$ cat src/logic/bwt_ext_pkg.sv
package bwt_ext_pkg;

	// ------------------------------
	// widths
	// ------------------------------
	localparam int BWT_IDX_W  = 64;                        // one bwt index / interval field
	localparam int NUM_BASES  = 4;                         // a c g t
	localparam int READ_NUM_W = 10;                        // read slots in flight

	// ------------------------------
	// vector types
	// ------------------------------
	typedef logic [BWT_IDX_W-1:0]           bwt_idx_t;     // k, l, x0..x2, info
	typedef logic [NUM_BASES*BWT_IDX_W-1:0] cand_t;        // lane c holds base c
	typedef logic [6:0]                     pos_t;         // read position, ptr, min_intv
	typedef logic [READ_NUM_W-1:0]          read_num_t;
	typedef logic [7:0]                     query_t;       // base in [1:0]
	typedef logic [31:0]                    dram_addr_t;   // occ block word address
	typedef logic [4*BWT_IDX_W-1:0]         curr_word_t;   // {info, x2, x1, x0}

	// ------------------------------
	// per-read status
	// ------------------------------
	// codes above BCK_INI belong to later engines and
	// travel through this datapath untouched
	typedef enum logic [5:0] {
		BUBBLE  = 6'd0,                                     // empty slot
		F_INIT  = 6'd1,                                     // first forward step
		F_RUN   = 6'd2,                                     // forward extension
		F_BREAK = 6'd3,                                     // forward done, return pending
		BCK_INI = 6'd4                                      // hand over to backward search
	} ext_status_e;

endpackage

$ cat src/logic/ext_step_if.sv
`timescale 1ns/10ps

interface ext_step_if;
	import bwt_ext_pkg::*;

	ext_status_e status;                                    // slot status, BUBBLE when empty
	query_t      query;                                     // current query symbol
	pos_t        ptr_curr;                                  // next free curr queue entry
	read_num_t   read_num;
	bwt_idx_t    ik_x0;                                     // current bi-interval
	bwt_idx_t    ik_x1;
	bwt_idx_t    ik_x2;                                     // interval size
	bwt_idx_t    ik_info;                                   // position tag
	pos_t        forward_i;                                 // forward position in read
	pos_t        min_intv;
	pos_t        backward_x;
	cand_t       cand_x0;                                   // extension candidates, one lane per base
	cand_t       cand_x1;
	cand_t       cand_x2;

	// ------------------------------
	modport src (
		output status, query, ptr_curr, read_num,
		output ik_x0, ik_x1, ik_x2, ik_info,
		output forward_i, min_intv, backward_x,
		output cand_x0, cand_x1, cand_x2
	);

	modport dst (
		input status, query, ptr_curr, read_num,
		input ik_x0, ik_x1, ik_x2, ik_info,
		input forward_i, min_intv, backward_x,
		input cand_x0, cand_x1, cand_x2
	);

endinterface

$ cat src/logic/bwt_ext_top.sv
`timescale 1ns/10ps

module bwt_ext_top #(
	parameter int READ_LEN = 101
) (
	input  logic                     Clk_32UI,
	input  logic                     reset_BWT_extend,
	input  logic                     stall_i,                  // freezes the whole pipe
	input  bwt_ext_pkg::bwt_idx_t    primary_i,
	input  bwt_ext_pkg::ext_status_e status_i,
	input  bwt_ext_pkg::query_t      query_i,
	input  bwt_ext_pkg::pos_t        ptr_curr_i,
	input  bwt_ext_pkg::read_num_t   read_num_i,
	input  bwt_ext_pkg::bwt_idx_t    ik_x0_i,
	input  bwt_ext_pkg::bwt_idx_t    ik_x1_i,
	input  bwt_ext_pkg::bwt_idx_t    ik_x2_i,
	input  bwt_ext_pkg::bwt_idx_t    ik_info_i,
	input  bwt_ext_pkg::pos_t        forward_i_i,
	input  bwt_ext_pkg::pos_t        min_intv_i,
	input  bwt_ext_pkg::pos_t        backward_x_i,
	input  bwt_ext_pkg::cand_t       cand_x0_i,
	input  bwt_ext_pkg::cand_t       cand_x1_i,
	input  bwt_ext_pkg::cand_t       cand_x2_i,
	output logic                     curr_we_o,
	output bwt_ext_pkg::pos_t        curr_addr_o,
	output bwt_ext_pkg::curr_word_t  curr_data_o,
	output bwt_ext_pkg::read_num_t   curr_read_num_o,
	output logic                     ret_valid_o,
	output bwt_ext_pkg::pos_t        ret_o,
	output bwt_ext_pkg::read_num_t   ret_read_num_o,
	output logic                     dram_valid_o,
	output bwt_ext_pkg::dram_addr_t  addr_k_o,
	output bwt_ext_pkg::dram_addr_t  addr_l_o,
	output bwt_ext_pkg::ext_status_e qry_status_o,
	output bwt_ext_pkg::read_num_t   qry_read_num_o,
	output bwt_ext_pkg::pos_t        qry_position_o,
	output bwt_ext_pkg::ext_status_e status_o,
	output bwt_ext_pkg::pos_t        ptr_curr_o,
	output bwt_ext_pkg::read_num_t   read_num_o,
	output bwt_ext_pkg::bwt_idx_t    ik_x0_o,
	output bwt_ext_pkg::bwt_idx_t    ik_x1_o,
	output bwt_ext_pkg::bwt_idx_t    ik_x2_o,
	output bwt_ext_pkg::bwt_idx_t    ik_info_o,
	output bwt_ext_pkg::pos_t        forward_i_o,
	output bwt_ext_pkg::pos_t        min_intv_o,
	output bwt_ext_pkg::pos_t        backward_x_o
);
	import bwt_ext_pkg::*;

	// ------------------------------
	// stage links
	// ------------------------------
	ext_step_if s_ctrl ();                                  // ctrl -> decide, with candidates
	ext_step_if s_dec ();                                   // decide -> update
	ext_step_if s_upd ();                                   // update -> request

	bwt_idx_t tgt_x0;                                       // selected ok[c]
	bwt_idx_t tgt_x1;
	bwt_idx_t tgt_x2;
	logic     upd_ik;
	logic     add_i;
	bwt_idx_t k_tmp;
	bwt_idx_t l_tmp;
	bwt_idx_t k_tmp_m1;
	bwt_idx_t l_tmp_m1;

	ext_ctrl_stage #(.READ_LEN(READ_LEN)) u_ctrl (
		.Clk_32UI(Clk_32UI), .reset_BWT_extend(reset_BWT_extend), .stall_i(stall_i),
		.status_i(status_i), .query_i(query_i), .ptr_curr_i(ptr_curr_i),
		.read_num_i(read_num_i), .ik_x0_i(ik_x0_i), .ik_x1_i(ik_x1_i),
		.ik_x2_i(ik_x2_i), .ik_info_i(ik_info_i), .forward_i_i(forward_i_i),
		.min_intv_i(min_intv_i), .backward_x_i(backward_x_i),
		.cand_x0_i(cand_x0_i), .cand_x1_i(cand_x1_i), .cand_x2_i(cand_x2_i),
		.out_o(s_ctrl.src)
	);

	ext_decide_stage #(.READ_LEN(READ_LEN)) u_decide (
		.Clk_32UI(Clk_32UI), .reset_BWT_extend(reset_BWT_extend), .stall_i(stall_i),
		.in_i(s_ctrl.dst), .out_o(s_dec.src),
		.tgt_x0_o(tgt_x0), .tgt_x1_o(tgt_x1), .tgt_x2_o(tgt_x2),
		.upd_ik_o(upd_ik), .add_i_o(add_i),
		.curr_we_o(curr_we_o), .curr_addr_o(curr_addr_o), .curr_data_o(curr_data_o),
		.curr_read_num_o(curr_read_num_o), .ret_valid_o(ret_valid_o), .ret_o(ret_o),
		.ret_read_num_o(ret_read_num_o)
	);

	ext_update_stage u_update (
		.Clk_32UI(Clk_32UI), .reset_BWT_extend(reset_BWT_extend), .stall_i(stall_i),
		.in_i(s_dec.dst), .tgt_x0_i(tgt_x0), .tgt_x1_i(tgt_x1), .tgt_x2_i(tgt_x2),
		.upd_ik_i(upd_ik), .add_i_i(add_i), .out_o(s_upd.src),
		.k_tmp_o(k_tmp), .l_tmp_o(l_tmp), .k_tmp_m1_o(k_tmp_m1), .l_tmp_m1_o(l_tmp_m1)
	);

	ext_request_stage u_request (
		.Clk_32UI(Clk_32UI), .reset_BWT_extend(reset_BWT_extend), .stall_i(stall_i),
		.primary_i(primary_i), .in_i(s_upd.dst),
		.k_tmp_i(k_tmp), .l_tmp_i(l_tmp), .k_tmp_m1_i(k_tmp_m1), .l_tmp_m1_i(l_tmp_m1),
		.dram_valid_o(dram_valid_o), .addr_k_o(addr_k_o), .addr_l_o(addr_l_o),
		.qry_status_o(qry_status_o), .qry_read_num_o(qry_read_num_o),
		.qry_position_o(qry_position_o), .status_o(status_o), .ptr_curr_o(ptr_curr_o),
		.read_num_o(read_num_o), .ik_x0_o(ik_x0_o), .ik_x1_o(ik_x1_o), .ik_x2_o(ik_x2_o),
		.ik_info_o(ik_info_o), .forward_i_o(forward_i_o), .min_intv_o(min_intv_o),
		.backward_x_o(backward_x_o)
	);

endmodule

$ cat src/logic/ext_ctrl_stage.sv
`timescale 1ns/10ps

module ext_ctrl_stage #(
	parameter int READ_LEN = 101
) (
	input  logic                     Clk_32UI,
	input  logic                     reset_BWT_extend,
	input  logic                     stall_i,
	input  bwt_ext_pkg::ext_status_e status_i,
	input  bwt_ext_pkg::query_t      query_i,
	input  bwt_ext_pkg::pos_t        ptr_curr_i,
	input  bwt_ext_pkg::read_num_t   read_num_i,
	input  bwt_ext_pkg::bwt_idx_t    ik_x0_i,
	input  bwt_ext_pkg::bwt_idx_t    ik_x1_i,
	input  bwt_ext_pkg::bwt_idx_t    ik_x2_i,
	input  bwt_ext_pkg::bwt_idx_t    ik_info_i,
	input  bwt_ext_pkg::pos_t        forward_i_i,
	input  bwt_ext_pkg::pos_t        min_intv_i,
	input  bwt_ext_pkg::pos_t        backward_x_i,
	input  bwt_ext_pkg::cand_t       cand_x0_i,
	input  bwt_ext_pkg::cand_t       cand_x1_i,
	input  bwt_ext_pkg::cand_t       cand_x2_i,
	ext_step_if.src                  out_o
);
	import bwt_ext_pkg::*;

	localparam pos_t LEN_P = pos_t'(READ_LEN);             // read length in position width

	logic read_done;                                        // forward walk reached end of read

	assign read_done = (status_i == F_RUN) && (forward_i_i >= LEN_P);

	// ------------------------------
	// entry register
	// ------------------------------
	always_ff @(posedge Clk_32UI) begin
		if (!reset_BWT_extend) begin
			out_o.status <= BUBBLE;
		end else if (!stall_i) begin
			out_o.status     <= read_done ? F_BREAK : status_i; // finished reads go to return
			out_o.query      <= query_i;
			out_o.ptr_curr   <= ptr_curr_i;
			out_o.read_num   <= read_num_i;
			out_o.ik_x0      <= ik_x0_i;
			out_o.ik_x1      <= ik_x1_i;
			out_o.ik_x2      <= ik_x2_i;
			out_o.ik_info    <= ik_info_i;
			out_o.forward_i  <= forward_i_i;
			out_o.min_intv   <= min_intv_i;
			out_o.backward_x <= backward_x_i;
			out_o.cand_x0    <= cand_x0_i;                  // candidates stay aligned with record
			out_o.cand_x1    <= cand_x1_i;
			out_o.cand_x2    <= cand_x2_i;
		end
	end

endmodule

$ cat src/logic/ext_decide_stage.sv
`timescale 1ns/10ps

module ext_decide_stage #(
	parameter int READ_LEN = 101
) (
	input  logic                     Clk_32UI,
	input  logic                     reset_BWT_extend,
	input  logic                     stall_i,
	ext_step_if.dst                  in_i,
	ext_step_if.src                  out_o,
	output bwt_ext_pkg::bwt_idx_t    tgt_x0_o,
	output bwt_ext_pkg::bwt_idx_t    tgt_x1_o,
	output bwt_ext_pkg::bwt_idx_t    tgt_x2_o,
	output logic                     upd_ik_o,
	output logic                     add_i_o,
	output logic                     curr_we_o,
	output bwt_ext_pkg::pos_t        curr_addr_o,
	output bwt_ext_pkg::curr_word_t  curr_data_o,
	output bwt_ext_pkg::read_num_t   curr_read_num_o,
	output logic                     ret_valid_o,
	output bwt_ext_pkg::pos_t        ret_o,
	output bwt_ext_pkg::read_num_t   ret_read_num_o
);
	import bwt_ext_pkg::*;

	localparam pos_t LEN_P = pos_t'(READ_LEN);

	logic [1:0] lane;                                       // candidate lane for this step
	logic [7:0] lane_lsb;                                   // bit offset of that lane
	bwt_idx_t   sel_x0;
	bwt_idx_t   sel_x1;
	bwt_idx_t   sel_x2;
	pos_t       ptr_inc;
	logic       ik_changed;
	logic       below_min;

	assign lane       = 2'd3 - in_i.query[1:0];            // complement of query base
	assign lane_lsb   = {lane, 6'd0};
	assign sel_x0     = in_i.cand_x0[lane_lsb +: 64];
	assign sel_x1     = in_i.cand_x1[lane_lsb +: 64];
	assign sel_x2     = in_i.cand_x2[lane_lsb +: 64];
	assign ptr_inc    = in_i.ptr_curr + 7'd1;
	assign ik_changed = (sel_x2 != in_i.ik_x2);            // interval shrank, keep old one
	assign below_min  = (sel_x2 < bwt_idx_t'(in_i.min_intv));

	// no candidates beyond this point
	assign out_o.cand_x0 = '0;
	assign out_o.cand_x1 = '0;
	assign out_o.cand_x2 = '0;

	// ------------------------------
	// decision register
	// ------------------------------
	always_ff @(posedge Clk_32UI) begin
		if (!reset_BWT_extend) begin
			out_o.status <= BUBBLE;
			upd_ik_o     <= 1'b0;
			add_i_o      <= 1'b0;
			curr_we_o    <= 1'b0;
			ret_valid_o  <= 1'b0;
		end else if (!stall_i) begin
			out_o.status   <= in_i.status;                  // default pass through
			out_o.ptr_curr <= in_i.ptr_curr;
			upd_ik_o       <= 1'b0;
			add_i_o        <= 1'b0;
			curr_we_o      <= 1'b0;
			ret_valid_o    <= 1'b0;
			case (in_i.status)
				F_RUN: begin
					upd_ik_o <= 1'b1;
					add_i_o  <= 1'b1;
					if (ik_changed) begin
						curr_we_o      <= 1'b1;             // push previous ik
						out_o.ptr_curr <= ptr_inc;
						if (below_min) begin
							out_o.status <= F_BREAK;        // too few hits, stop here
							upd_ik_o     <= 1'b0;
							add_i_o      <= 1'b0;
						end
					end
				end
				F_BREAK: begin
					ret_valid_o  <= 1'b1;                   // report break position
					out_o.status <= BCK_INI;
					if (in_i.forward_i == LEN_P) begin
						curr_we_o      <= 1'b1;             // full read match, push last ik
						out_o.ptr_curr <= ptr_inc;
					end
				end
				default: ;
			endcase
			curr_data_o      <= {in_i.ik_info, in_i.ik_x2, in_i.ik_x1, in_i.ik_x0};
			curr_addr_o      <= in_i.ptr_curr;
			curr_read_num_o  <= in_i.read_num;
			ret_o            <= in_i.ik_info[6:0];
			ret_read_num_o   <= in_i.read_num;
			tgt_x0_o         <= sel_x0;
			tgt_x1_o         <= sel_x1;
			tgt_x2_o         <= sel_x2;
			out_o.query      <= in_i.query;
			out_o.read_num   <= in_i.read_num;
			out_o.ik_x0      <= in_i.ik_x0;
			out_o.ik_x1      <= in_i.ik_x1;
			out_o.ik_x2      <= in_i.ik_x2;
			out_o.ik_info    <= in_i.ik_info;
			out_o.forward_i  <= in_i.forward_i;
			out_o.min_intv   <= in_i.min_intv;
			out_o.backward_x <= in_i.backward_x;
		end
	end

endmodule

$ cat src/logic/ext_request_stage.sv
`timescale 1ns/10ps

module ext_request_stage (
	input  logic                     Clk_32UI,
	input  logic                     reset_BWT_extend,
	input  logic                     stall_i,
	input  bwt_ext_pkg::bwt_idx_t    primary_i,
	ext_step_if.dst                  in_i,
	input  bwt_ext_pkg::bwt_idx_t    k_tmp_i,
	input  bwt_ext_pkg::bwt_idx_t    l_tmp_i,
	input  bwt_ext_pkg::bwt_idx_t    k_tmp_m1_i,
	input  bwt_ext_pkg::bwt_idx_t    l_tmp_m1_i,
	output logic                     dram_valid_o,
	output bwt_ext_pkg::dram_addr_t  addr_k_o,
	output bwt_ext_pkg::dram_addr_t  addr_l_o,
	output bwt_ext_pkg::ext_status_e qry_status_o,
	output bwt_ext_pkg::read_num_t   qry_read_num_o,
	output bwt_ext_pkg::pos_t        qry_position_o,
	output bwt_ext_pkg::ext_status_e status_o,
	output bwt_ext_pkg::pos_t        ptr_curr_o,
	output bwt_ext_pkg::read_num_t   read_num_o,
	output bwt_ext_pkg::bwt_idx_t    ik_x0_o,
	output bwt_ext_pkg::bwt_idx_t    ik_x1_o,
	output bwt_ext_pkg::bwt_idx_t    ik_x2_o,
	output bwt_ext_pkg::bwt_idx_t    ik_info_o,
	output bwt_ext_pkg::pos_t        forward_i_o,
	output bwt_ext_pkg::pos_t        min_intv_o,
	output bwt_ext_pkg::pos_t        backward_x_o
);
	import bwt_ext_pkg::*;

	bwt_idx_t k_sel;                                        // primary row skipped
	bwt_idx_t l_sel;
	logic     req_on;                                       // step needs occ blocks

	assign k_sel  = (k_tmp_i >= primary_i) ? k_tmp_m1_i : k_tmp_i;
	assign l_sel  = (l_tmp_i >= primary_i) ? l_tmp_m1_i : l_tmp_i;
	assign req_on = (in_i.status == F_INIT) || (in_i.status == F_RUN);

	always_ff @(posedge Clk_32UI) begin
		if (!reset_BWT_extend) begin
			status_o     <= BUBBLE;
			qry_status_o <= BUBBLE;
			dram_valid_o <= 1'b0;
		end else if (!stall_i) begin
			dram_valid_o   <= req_on;                       // no access after a break
			addr_k_o       <= req_on ? {k_sel[34:7], 4'b0} : '0; // 128-row occ block
			addr_l_o       <= req_on ? {l_sel[34:7], 4'b0} : '0;
			status_o       <= (in_i.status == F_INIT) ? F_RUN : in_i.status;
			qry_status_o   <= in_i.status;                  // next query fetch
			qry_read_num_o <= in_i.read_num;
			qry_position_o <= in_i.forward_i;
			ptr_curr_o     <= in_i.ptr_curr;
			read_num_o     <= in_i.read_num;
			ik_x0_o        <= in_i.ik_x0;
			ik_x1_o        <= in_i.ik_x1;
			ik_x2_o        <= in_i.ik_x2;
			ik_info_o      <= in_i.ik_info;
			forward_i_o    <= in_i.forward_i;
			min_intv_o     <= in_i.min_intv;
			backward_x_o   <= in_i.backward_x;
		end
	end

endmodule

$ cat src/logic/ext_update_stage.sv
`timescale 1ns/10ps

module ext_update_stage (
	input  logic                     Clk_32UI,
	input  logic                     reset_BWT_extend,
	input  logic                     stall_i,
	ext_step_if.dst                  in_i,
	input  bwt_ext_pkg::bwt_idx_t    tgt_x0_i,
	input  bwt_ext_pkg::bwt_idx_t    tgt_x1_i,
	input  bwt_ext_pkg::bwt_idx_t    tgt_x2_i,
	input  logic                     upd_ik_i,
	input  logic                     add_i_i,
	ext_step_if.src                  out_o,
	output bwt_ext_pkg::bwt_idx_t    k_tmp_o,
	output bwt_ext_pkg::bwt_idx_t    l_tmp_o,
	output bwt_ext_pkg::bwt_idx_t    k_tmp_m1_o,
	output bwt_ext_pkg::bwt_idx_t    l_tmp_m1_o
);
	import bwt_ext_pkg::*;

	logic     take_tgt;                                     // ik = ok[c]
	logic     step_i;                                       // i++
	bwt_idx_t nxt_x0;
	bwt_idx_t nxt_x1;
	bwt_idx_t nxt_x2;
	bwt_idx_t nxt_info;
	bwt_idx_t k_base;                                       // k = x1 - 1
	bwt_idx_t l_base;                                       // l = k + x2

	assign take_tgt = (in_i.status == F_RUN) && upd_ik_i;
	assign step_i   = (in_i.status == F_RUN) && add_i_i;
	assign nxt_x0   = take_tgt ? tgt_x0_i : in_i.ik_x0;
	assign nxt_x1   = take_tgt ? tgt_x1_i : in_i.ik_x1;
	assign nxt_x2   = take_tgt ? tgt_x2_i : in_i.ik_x2;
	assign nxt_info = take_tgt ? ({57'd0, in_i.forward_i} + 64'd1) : in_i.ik_info; // info = i + 1
	assign k_base   = nxt_x1 - 64'd1;
	assign l_base   = k_base + nxt_x2;

	assign out_o.cand_x0 = '0;
	assign out_o.cand_x1 = '0;
	assign out_o.cand_x2 = '0;

	// ------------------------------
	// ik update, k/l precompute
	// ------------------------------
	always_ff @(posedge Clk_32UI) begin
		if (!reset_BWT_extend) begin
			out_o.status <= BUBBLE;
		end else if (!stall_i) begin
			out_o.status     <= in_i.status;
			out_o.ik_x0      <= nxt_x0;
			out_o.ik_x1      <= nxt_x1;
			out_o.ik_x2      <= nxt_x2;
			out_o.ik_info    <= nxt_info;
			out_o.forward_i  <= step_i ? (in_i.forward_i + 7'd1) : in_i.forward_i;
			k_tmp_o          <= k_base;
			l_tmp_o          <= l_base;
			k_tmp_m1_o       <= k_base - 64'd1;             // both primary variants ready early
			l_tmp_m1_o       <= l_base - 64'd1;
			out_o.query      <= in_i.query;
			out_o.ptr_curr   <= in_i.ptr_curr;
			out_o.read_num   <= in_i.read_num;
			out_o.min_intv   <= in_i.min_intv;
			out_o.backward_x <= in_i.backward_x;
		end
	end

endmodule

$ cat config.mk
export PLATFORM = sky130hd
export DESIGN_NAME = bwt_ext_top
export DESIGN_NICKNAME = d
export VERILOG_FILES = /design/src/logic/bwt_ext_pkg.sv /design/src/logic/ext_step_if.sv /design/src/logic/bwt_ext_top.sv /design/src/logic/ext_ctrl_stage.sv /design/src/logic/ext_decide_stage.sv /design/src/logic/ext_request_stage.sv /design/src/logic/ext_update_stage.sv
export SDC_FILE = /design/constraint.sdc
export NUM_CORES = 2
export LEC_CHECK = 0
export BUFFER_PORTS_ARGS = -buffer_cell sky130_fd_sc_hd__buf_2
export CORE_AREA = 2 2 703 705
export CTS_BUF_LIST = sky130_fd_sc_hd__clkbuf_8
export DETAILED_ROUTE_END_ITERATION = 7
export DIE_AREA = 0 0 705 707
export PLACE_DENSITY = 0.44
export SLEW_MARGIN = 20
export SYNTH_ARGS = -nofsm -noshare
export SYNTH_HDL_FRONTEND = slang
export SYNTH_SLANG_ARGS = --single-unit
$ cat constraint.sdc
create_clock -name Clk_32UI -period 285 [get_ports Clk_32UI]
set_input_delay 0 -clock Clk_32UI [delete_from_list [all_inputs] [get_ports Clk_32UI]]
set_output_delay 0 -clock Clk_32UI [all_outputs]
set_load 0.03 [all_outputs]
* Word level (Yosys, flattened, before mapping)
Cells that the tools add are included.
** Cells by class
- Muxes and demuxes :: 22
- Bitwise operators :: 1
- Equal/unequal tests :: 8
- Add/subtract/negate cells :: 8
- Order comparisons :: 4
- Reduce and logical (&&, ||, !) cells :: 4
- Shift-type cells :: 3
** Operators by type and width (count)
- 256-bit by 9-bit indexed part select with 64-bit output :: 3
- 64-bit 2-to-1 mux :: 4
- 64-bit greater-or-equal comparator :: 2
- 35-bit 2-to-1 mux :: 2
- 35-bit by 1-bit subtractor with 35-bit output (second input constant) :: 2
- 64-bit adder :: 1
- 64-bit by 7-bit < comparator with 1-bit output :: 1
- 64-bit != test :: 1
- 64-bit by 1-bit subtractor with 64-bit output (second input constant) :: 1
- 6-bit by 2-bit equality test with 1-bit output (second input constant) :: 5
- 6-bit 2-to-1 mux :: 4
- 7-bit 2-to-1 mux :: 3
- 7-bit by 1-bit adder with 7-bit output (second input constant) :: 2
- 7-bit one-hot mux with 2 select lines :: 1
- 6-bit one-hot mux with 2 select lines :: 1
- 7-bit by 1-bit adder with 8-bit output (second input constant) :: 1
- 7-bit equality test (second input constant) :: 1
- 7-bit greater-or-equal comparator (second input constant) :: 1
- 6-bit by 1-bit equality test with 1-bit output (second input constant) :: 1
- 1-bit 2-to-1 mux :: 6
- 1-bit logical AND :: 2
- 1-bit one-hot mux with 2 select lines :: 1
- 2-bit AND reduction :: 1
- 2-bit subtractor (first input constant) :: 1
- 2 further kinds :: 2
** Storage, ports and cells
- Input bits :: 1143
- Word-level logic and storage cells :: 113
- Register bits :: 2704
- Output and inout port bits :: 680

* Depth between registers and ports, before layout
- Word-level depth :: 6
- Depth in mapped cells :: 34
- Depth with buffers taken out :: 24

* Modules after synthesis
From an unflattened synthesis, not the netlist that was laid out.
** Unflattened totals
- Cell total of the unflattened synthesis :: 7630
- Area total of the unflattened synthesis :: 112220.1 sq um
** Modules (own cells, without submodules)
- ext_update_stage :: sequential area each 16846.2 sq um, instances 1, cells an instance 3547, area each 35690.5 sq um
- ext_ctrl_stage :: sequential area each 32250.9 sq um, instances 1, cells an instance 1095, area each 32399.8 sq um
- ext_decide_stage :: sequential area each 15224.6 sq um, instances 1, cells an instance 1981, area each 28976.5 sq um
- ext_request_stage :: sequential area each 10770.3 sq um, instances 1, cells an instance 1007, area each 15153.3 sq um

* Worst setup path after synthesis
Ideal clock, no wire load.
- Kind :: input-to-reg
- Start :: input reset_BWT_extend
- End :: register u_ctrl.out_o.backward_x[0] (enable)
- Path slack :: 175.589 ns
- Library setup time :: 5.461 ns
- Data arrival time :: 103.951 ns
- Data required time :: 279.539 ns
- Path buffers :: 1
- Cell stages on the path :: 2
- Path through :: clkbuf_1 nor2b_1
** Between the ends
- Word-level cells in the longest chain between the ends :: 1
** RTL lines
- start: declaration :: line bwt_ext_top.sv:7 : input logic reset_BWT_extend,
- 2-bit AND reduction (no line)
- end signal: assignment :: line ext_ctrl_stage.sv:50 : out_o.backward_x <= backward_x_i;
- end: declaration :: line ext_step_if.sv:25 : output forward_i, min_intv, backward_x,
No other way between the ends.
A chain may end at the register's enable or synchronous reset.

* Final worst setup path
- Start :: register u_decide.out_o.status[2]
- End :: register u_update.l_tmp_o[61], data pin
** Between the ends
- Word-level cells in the longest chain between the ends :: 5
- Elaborated cells between the ends (all ways) :: 6
- Classes of those cells :: 2 x add/sub; 1 x eq/ne; 2 x mux; 1 x reduce/logical
** RTL lines
- start: declaration :: line ext_step_if.sv:23 : output status, query, ptr_curr, read_num,
- 6-bit by 2-bit equality test with 1-bit output :: line ext_update_stage.sv:30 : assign take_tgt = (in_i.status == F_RUN) && upd_ik_i;
- 1-bit logical AND :: line ext_update_stage.sv:30
- 64-bit 2-to-1 mux :: line ext_update_stage.sv:33 : assign nxt_x1 = take_tgt ? tgt_x1_i : in_i.ik_x1;
- 64-bit by 1-bit subtractor with 64-bit output :: line ext_update_stage.sv:36 : assign k_base = nxt_x1 - 64'd1;
- via u_update.k_base[0] :: line ext_update_stage.sv:27 : bwt_idx_t k_base;
- 64-bit adder :: line ext_update_stage.sv:37 : assign l_base = k_base + nxt_x2;
- via u_update.l_base[61] :: line ext_update_stage.sv:28 : bwt_idx_t l_base;
- end signal: assignment :: line ext_update_stage.sv:57 : l_tmp_o <= l_base;
- end: declaration :: line ext_update_stage.sv:15 : output bwt_ext_pkg::bwt_idx_t l_tmp_o,
The timed path passes the listed nets, and every way through them passes these cells.

==> flow_summary.yaml <==
setup_path:
  critPathKind: "reg2reg"
  crit_required_ns: 285.97
  cp_max_fo: 12
  critPathArrivalTime_ns: 10.28
  endpoint_kind: "flop"
  cp-start-kind: "flop"
detailed_routing:
  wl_per_cell_um: 25.6
  drtIter0Drc: 6124
  viasPerCell: 4.06
  drc_errors: 0
  drtPass1Iterations: 5
  vias: 69800
  wl_mm: 440
  ant_nets: 0
pwr:
  vdd_drop_max_v: 0.00000367
  power_leakage_nw: 55.4
  p_per_area_nw_per_um2: 5.70
  power_uw: 838
grt:
  grt_overflow_total: 0
  grt_use_total_pct: 16.9
  grt_pass1_wl_mm: 586
  antenna_found_initial: 207
  grt_max_degree: 195
  grt_pass1_vias: 72400
placement:
  postPlaceCellArea_um2: 110000
  hpwl_mm: 331
  place_congestion: 0.895
  portBuffers: 1808
final_layout:
  fillers: 48700
  mostFrequentLayoutCell: "dlygate4sd3_1"
  design_area_um2: 147000
  finalNetCount: 11600
  final_cell_mix: "dlygate4sd3_1, edfxtp_1, buf_2"
  multi_input_area_um2: 19500
  final_layout_size_suffix_gt1_share_pct: 25.1
  area_growth_syn_to_layout_pct: 57.8
  seqCellArea_um2: 72300
synth:
  yosysSeqAreaShare_pct: 77.7
  yosysWarnings: 0
  ys_async_sr_fraction_pct: 0
  ys.flop_type: "edfxtp_1"
  synth.avg_cell_area_um2: 17.6
  ys_seq_elements: 2419
  syn-cell-area_um2: 93100
  synth-edff-count: 2385
  synthesis.instances: 5296
  synth_cell_types: 89
timing:
  finalHoldViolCount: 0
  tns_ns: 0
  finalCriticalPeriod_ns: 9.31
  fin_crit_sh_pct: 3.27
  relSlewSlack_pct: 22.7
  timing.fmax_ghz: 0.107
  finalSetupViolations: 0
  skew_ns: 0.0984
  fin_hold_ws_ns: 0.161
  finalMaxSlewViolations: 0
  tightest_slew_ns: 1.16
  rsz0062_at_grt: "no"
die:
  dieWidth_um: 705
  start_util_pct: 18.9
  die_area_um2: 498000
  rows: 258
  core_region_area_um2: 492000
  ios: 1823
  fp.dieH_um: 707
clocking:
  cts_buffers: 428
  cts.repair.resized: 0
  cts_max_path_buffers: 4
  htree_levels: 5
  clk_pin_slew_ns: 0.06
  cts_tree: "yes"
  cts.sinks: 2419
  clkLatencyLatePin_ns: 1.16
  root_buffer: "clkbuf_8"
hold_path:
  hp-class: "in2reg"
flow_run:
  cap_violations: 0
outcome:
  status: "finished clean"
## stage by stage
step           setup WS (ns)  util, %  std cells
3_5_place_dp          275.89     22.4      13500
2_1_floorplan         175.59        -       5303
3_3_place_gp          275.82     22.4      13500
6_report              275.69     29.9      17200
5_1_grt               275.19     29.9      17200
4_1_cts               275.79     29.8      17100
## kinds of logic (layout without fill, tap and decap cells)
logic type                 Yosys count  after routing  synth area share [%]
adders and majority gates          202            202                  2.72
buffers and inverters              318           5617                  1.48
xor gates and xnor gates           248            248                  2.33
and+or+nand+nor                   1295           1295                  6.68
DFF                               2419           2419                  77.7
muxes                              243            243                  5.20
AOI/OAI and AO/OA                  570            570                  3.93
other                                1             96               0.00403
## worst paths after layout
| kind | end | slack [ns] | start | cells past startpoint |
|---|---|---|---|---|
| worst min register to register | u_request.ik_x2_o[37] | 0.36 | u_update.out_o.ik_x2[37] | 0 |
| worst min-delay path | u_ctrl.out_o.cand_x1[115] | 0.16 | cand_x1_i[115] | 3 |
| worst max register to register | u_update.l_tmp_o[61] | 275.69 | u_decide.out_o.status[2] | 22 |
| worst max-delay path | u_update.l_tmp_o[61] | 275.69 | u_decide.out_o.status[2] | 22 |
## registers in the layout (all words and copies together), names as in the netlist, 250 cells and up
signal	flops
u_ctrl.out_o.cand_x2	256
u_ctrl.out_o.cand_x0	256
u_decide.curr_data_o	250
u_ctrl.out_o.cand_x1	256
## where the power goes
part | internal, mW | total (mW) | switching, mW | leakage (nW)
combinational | 0.0467 | 0.0995 | 0.0527 | 28.1
sequential | 0.412 | 0.422 | 0.00908 | 22.7
clock | 0.157 | 0.317 | 0.160 | 4.59
total | 0.617 | 0.838 | 0.221 | 55.4
## worst max-delay path: stages, from the launching register on
cell,delay (ns)
dfxtp_1,0.36
nor4b_4,0.29
buf_4,0.28
nand2_4,0.18
mux2i_1,0.56
ha_1,0.48
nor4b_1,0.38
nand4_1,0.20
a222oi_1,0.83
o21ai_1,0.51
nor2_1,0.72
nand3_1,0.26
xnor2_1,0.64
ha_1,0.40
and2_1,0.22
nand4_1,0.19
nor2_1,0.11
a2111oi_0,0.58
a31oi_1,0.31
a221oi_1,0.60
o21ai_0,0.34
or4b_1,0.56
nand3_1,0.10
## area by class of cell
class | instances | share of cell area, %
inverter | 121 | 0.309
tap | 6500 | 5.54
clock inverter | 340 | 1.49
clock buffer | 428 | 4.01
multi-input combinational | 2566 | 13.3
timing repair buffer | 4728 | 26.0
sequential | 2419 | 49.2
antenna | 88 | 0.150
## cells in the mapped netlist, types with 34 or more instances
library cell  instances  area, um2
nor2_1              120        450
and2_1               74        463
mux2i_1              48        480
xnor2_1             180       1580
nand4_1              69        432
a21boi_0             65        488
inv_1               120        450
a21o_1               80        601
xor2_1               68        596
nand3_1              99        495
nand2_1             644       2420
edfxtp_1           2385      71600
nor2b_1              36        225
a21oi_1             126        631
ha_1                201       2510
nor3_1               70        350
clkbuf_1            110        413
o21ai_0             156        781
nor4_1               49        307
buf_4                42        315
mux4_2              192       4320
dfxtp_1              34        681
## per-layer routing
layer	routed length (um)	GRT usage [%]	vias up	share of wire [%]
met5	414	0	-	0.094
met4	22600	7.97	62	5.1
met3	30800	4.04	929	7.0
met2	208000	27.9	3179	47
met1	178000	20.7	35100	41
li1	-	-	30600	-
## timing repair
action	4_1_cts	5_1_grt
buffers inserted	0	0
hold buffers	2842	0
endpoints found under the hold margin	1338	0
Power figures use the tool's default switching activity.
